**src/hw/sniff_pkg.sv**
```systemverilog
package sniff_pkg;

   // cache-line address width
   localparam int cl_addr_w = 42;
   // mmio transaction id width
   localparam int tid_w = 9;

   // request types seen on the tx channels
   // read and write codes kept apart so one compare decides the channel
   typedef enum logic [3:0] {
      wrline_i = 4'h0,
      wrline_m = 4'h1,
      wrfence  = 4'h4,
      rdline_i = 4'h8,
      rdline_s = 4'h9
   } req_type_e;

   // number of lines in a multi-line request
   typedef enum logic [1:0] {
      cl_1 = 2'b00,
      cl_2 = 2'b01,
      cl_3 = 2'b10,
      cl_4 = 2'b11
   } cl_len_e;

   // request header, shared by c0 and c1
   // sop only has meaning on the write channel
   typedef struct packed {
      logic [1:0]           vc_sel;
      logic                 sop;
      cl_len_e              cl_len;
      req_type_e            req_type;
      logic [cl_addr_w-1:0] address;
      logic [15:0]          mdata;
   } req_hdr_t;

   // one beat on a request channel
   typedef struct packed {
      logic     valid;
      req_hdr_t hdr;
   } tx_req_t;

   // host to accelerator mmio request
   typedef struct packed {
      logic             rd_valid;
      logic             wr_valid;
      logic [15:0]      address;
      logic [1:0]       length;
      logic [tid_w-1:0] tid;
   } mmio_req_t;

   // accelerator read response, only the tid matters here
   typedef struct packed {
      logic             valid;
      logic [tid_w-1:0] tid;
   } mmio_rsp_t;

   // error codes
   // lower value wins when several rules fire in one cycle
   typedef enum logic [4:0] {
      sniff_no_error         = 5'd0,
      c0tx_invalid_reqtype   = 5'd1,
      c0tx_overflow          = 5'd2,
      c0tx_addralign_2       = 5'd3,
      c0tx_addralign_4       = 5'd4,
      c1tx_invalid_reqtype   = 5'd5,
      c1tx_overflow          = 5'd6,
      c1tx_addralign_2       = 5'd7,
      c1tx_addralign_4       = 5'd8,
      mmio_rdrsp_timeout     = 5'd9,
      mmio_rdrsp_unsolicited = 5'd10
   } sniff_code_e;

   // one flag per code, same order as sniff_code_e
   // first field sits in the msb
   typedef struct packed {
      logic c0tx_invalid_reqtype;
      logic c0tx_overflow;
      logic c0tx_addralign_2;
      logic c0tx_addralign_4;
      logic c1tx_invalid_reqtype;
      logic c1tx_overflow;
      logic c1tx_addralign_2;
      logic c1tx_addralign_4;
      logic mmio_rdrsp_timeout;
      logic mmio_rdrsp_unsolicited;
   } sniff_flags_t;

endpackage

```
**src/hw/sniff_error_latch.sv**
```systemverilog
module sniff_error_latch (
   input  logic                    clk,
   input  logic                    rst_n,
   input  sniff_pkg::sniff_flags_t tx_flags,
   input  sniff_pkg::sniff_flags_t mmio_flags,
   output logic                    error_valid,
   output sniff_pkg::sniff_code_e  error_code,
   output logic [7:0]              error_count
);
   import sniff_pkg::*;

   localparam int n_flags = $bits(sniff_flags_t);

   logic [n_flags-1:0] flag_bits;
   logic               any_flag;
   sniff_code_e        first_code;

   // both sources only drive their own bits
   assign flag_bits = tx_flags | mmio_flags;
   assign any_flag  = |flag_bits;

   // priority encode
   // msb is code 1, so scanning upward leaves the lowest code
   always_comb begin
      first_code = sniff_no_error;
      for (int i = 0; i < n_flags; i++) begin
         if (flag_bits[i]) begin
            first_code = sniff_code_e'(5'(n_flags - i));
         end
      end
   end

   always_ff @(posedge clk) begin
      if (!rst_n) begin
         error_valid <= 1'b0;
         error_code  <= sniff_no_error;
         error_count <= '0;
      end else if (any_flag) begin
         // code frozen after the first violating cycle
         if (!error_valid) begin
            error_valid <= 1'b1;
            error_code  <= first_code;
         end
         // saturating count of violating cycles
         if (error_count != 8'hff) begin
            error_count <= error_count + 8'd1;
         end
      end
   end

endmodule

```
**config.mk**
```make
export PLATFORM = sky130hd
export DESIGN_NAME = sniff_error_latch
export DESIGN_NICKNAME = d
export VERILOG_FILES = /design/src/hw/sniff_pkg.sv /design/src/hw/sniff_error_latch.sv
export SDC_FILE = /design/constraint.sdc
export NUM_CORES = 1
export LEC_CHECK = 0
export BUFFER_PORTS_ARGS = -buffer_cell sky130_fd_sc_hd__buf_4
export CAP_MARGIN = 25
export CORE_ASPECT_RATIO = 0.75
export CORE_UTILIZATION = 35
export CTS_CLUSTER_SIZE = 25
export DETAILED_ROUTE_END_ITERATION = 10
export MAX_ROUTING_LAYER = met4
export PLACE_DENSITY = 0.6
export SYNTH_ARGS = -nofsm -noshare
export SYNTH_HDL_FRONTEND = slang
export SYNTH_SLANG_ARGS = --single-unit
```
**constraint.sdc**
```tcl
create_clock -name clk -period 2.6 [get_ports clk]
set_input_delay 0.39 -clock clk [delete_from_list [all_inputs] [get_ports clk]]
set_output_delay 0.39 -clock clk [all_outputs]
set_load 0.02 [all_outputs]
```
==> metrics.md <==
| Metric | Value |
|---|---|
| Sequential Power Share | 0.513 |
| Hold crit path type | in -> reg |
| Sw Ratio | 0.266 |
| Clk slew on worst S/H paths | 0.08 ns |
| Required time worst endpoint | 2.76 ns |
| Psw | 112 uW |
| Initial antenna violation count | 0 |
| Area Overhead vs Synth | 38.2% |
| Top cell type by total area after synthesis | dfxtp_1 |
| Startpoint Class | input port |
| Max_cap viols | 0 |
| Clk_skew | 0.00127 ns |
| DP Cell Count | 142 |
| First DRT Iteration DRCs | 17 |
| Cells along the critical path | buf_4 -> or4_1 -> nand4bb_4 -> o21ai_2 -> or4_2 -> a21oi_2 |
| Post-synthesis register bit count | 13 |
| CTS tree | built |
| Yosys Warn Count | 0 |
| Worst slack, placed | 0.468 ns |
| Clock sink total | 13 |
| Critical Path Max Stage Delay | 0.56 ns |
| Internal power | 307 uW |
| Post-Syn Nets | 110 |
| Design area | 1050 um^2 |
| Share of cells above drive strength 1 | 0.410 |
| IO Port Bufs | 34 |
| Crit Path Max Fanout | 11 |
| Worst VDD drop | 213 uV |
| Rows | 14 |
| Initial Utilization | 0.376 |
| Share of the synthesized area in the top cell type | 0.344 |
| Outcome | completed |
| FMAX | 0.538 GHz |
| Crit path DAT | 2.02 ns |
| Via count | 779 |
| Final setup fails | 0 |
| DP HPWL | 1480 um |
| # DRC | 0 |
| Unique masters post-synth | 38 |
| Unrepaired setup endpoints after global routing | false |
| GP Congestion | 0.738 |
| Core footprint | 2010 um^2 |
| Dominant cells by area after synthesis | dfxtp_1, a21oi_1, nor2_1, nand2_1, nand4bb_4 |
| Num CTS Buffers | 3 |
| Fin util | 0.519 |
| Post-cts sizing count | 0 |
| FF-to-FF setup slack | 0.76 ns |
| Hold slack | 0.412 ns |
| Largest net degree at the start of global routing | 12 |
| # H-tree levels | 1 |
| Die Width | 55.7 um |
| Mapped Area | 757 um^2 |
| Overflow left after global routing | 0 |
| Clk pwr share | 0.294 |
| Root buffer cell | clkbuf_4 |
| Slew Limit Fails | 0 |
| Setup TNS | 0 ns |
| Hold Vio Cnt, Final | 0 |
| Clock latency on the worst-skew pair | 0.27 ns |
| First-pass GRT wire length | 3150 um |
| Worst setup path class | in -> reg |
| Fin crit period | 1.86 ns |
| Nets | 146 |
| Power per cell area | 400 nW/um^2 |
| Setup ws final | 0.740 ns |
| WL/cell | 12.5 um |
| # Post-CTS Setup Buffers | 0 |
| Comb power frac | 0.193 |
| Total power | 419 uW |
| Placed cell area | 1020 um^2 |
| Die span in y | 42.3 um |
| Critical Path End Type | register |
| Post-synthesis cell count | 87 |
| I/O Pins | 36 |
| N_diodes | 0 |
| Vias per inst | 5.34 |
| Final Instance Count excl. Fillers | 146 |
| Final worst-path cycle share | 0.715 |
| Drt pass-1 iters | 5 |
| Max clock buf depth | 2 |
| Total Die Area | 2350 um^2 |
| Slowest CP cell | or4_1 |
| Cts hold-fix bufs | 0 |
| Synthesized area per cell | 8.70 um^2 |
| Post-route ant nets | 0 |
| Final wirelength | 1820 um |
| Vias in the first global route | 692 |
| GRT Util Overall | 0.177 |
| Leak | 0.430 nW |
| Seq/Total Area, Yosys | 0.344 |
==> cell type report <==
type                       count  area, um^2
clock buffer                   4        26.3
fill                         197         968
multi-input combinational     69         467
timing repair buffer          34         255
sequential                    13         260
inverter                       2        7.51
tap                           24        30.0
==> registers in the layout (all words and copies together) (netlist names) <==
name         flops
error_code       4
error_count      8
error_valid      1
==> worst paths after layout <==
kind         cells past startpoint                           to                        start
max reg2reg                      5  error_count[5]$_SDFFE_PN0P_  error_count[0]$_SDFFE_PN0P_
max                              6  error_count[5]$_SDFFE_PN0P_                mmio_flags[6]
min                              3  error_count[1]$_SDFFE_PN0P_                        rst_n
min reg2reg                      2   error_code[0]$_SDFFE_PN0P_   error_code[0]$_SDFFE_PN0P_
==> power groups by stage <==
stage	Sequential, mW	Combinational, mW	Clock, mW
4_1_cts	0.215	0.0814	0.129
5_1_grt	0.216	0.0887	0.139
3_5_place_dp	0.220	0.0809	0
3_3_place_gp	0.219	0.0805	0
6_report	0.215	0.0809	0.123
2_1_floorplan	0.227	0.0275	0
==> kinds of logic (layout without fill, tap and decap cells) <==
kind of cell,after synthesis,in the layout,synth area share
and+or+nand+nor,39,39,0.326
AOI/OAI and AO/OA,24,24,0.220
DFF,13,13,0.344
buffers and inverters,5,40,0.0397
xor gates and xnor gates,2,2,0.0231
muxes,2,2,0.0264
adders and majority gates,1,1,0.0165
other,1,1,0.00495
==> Yosys cell counts <==
master and count:
xor2_1 2, o31ai_2 1, a21oi_2 1, nand3_1 5, or3_2 2, o21ai_0 5, o21bai_1 1, dfxtp_1 13
inv_1 1, nand2_1 8, o2111ai_1 1, ha_1 1, conb_1 1, nor4_4 1, buf_4 1, or4_1 2
or2_2 1, mux2i_1 2, a211oi_1 1, a21oi_1 7, o311a_1 1, nor3_1 1, clkbuf_1 1, clkinv_1 1
nor2_1 9, or2b_1 1, and4_1 1, or4_2 1, o211ai_1 1, o21ai_2 3, nand4bb_4 1, nor2_2 1
buf_6 1, nand4_1 1, nor4_1 3, o311ai_0 1, or4_4 1, o41ai_1 1
==> critical path, delay by kind of cell <==
family,cells,cell delay [ns]
AO/OA/AOI/OAI,2,0.48
buffers and inverters,1,0.11
AND/OR/NAND/NOR,3,1.04
==> metal layers <==
layer,wire [um],vias to the layer above,global-route usage
met1,968,356,0.262
met2,754,24,0.234
met4,0,0,0.0300
li1,-,399,-
met5,0,-,-
met3,97,0,0.0586
==> layout by cell type (no fill, tap or decap), types with 2 or more instances in the layout <==
master	count
buf_4	34
dfxtp_1	13
nor2_1	9
nand2_1	8
a21oi_1	7
nand3_1	5
o21ai_0	5
nor4_1	3
o21ai_2	3
clkbuf_4	3
or4_1	2
or3_2	2
xor2_1	2
mux2i_1	2
No activity file was read; power rests on OpenSTA's default activity.
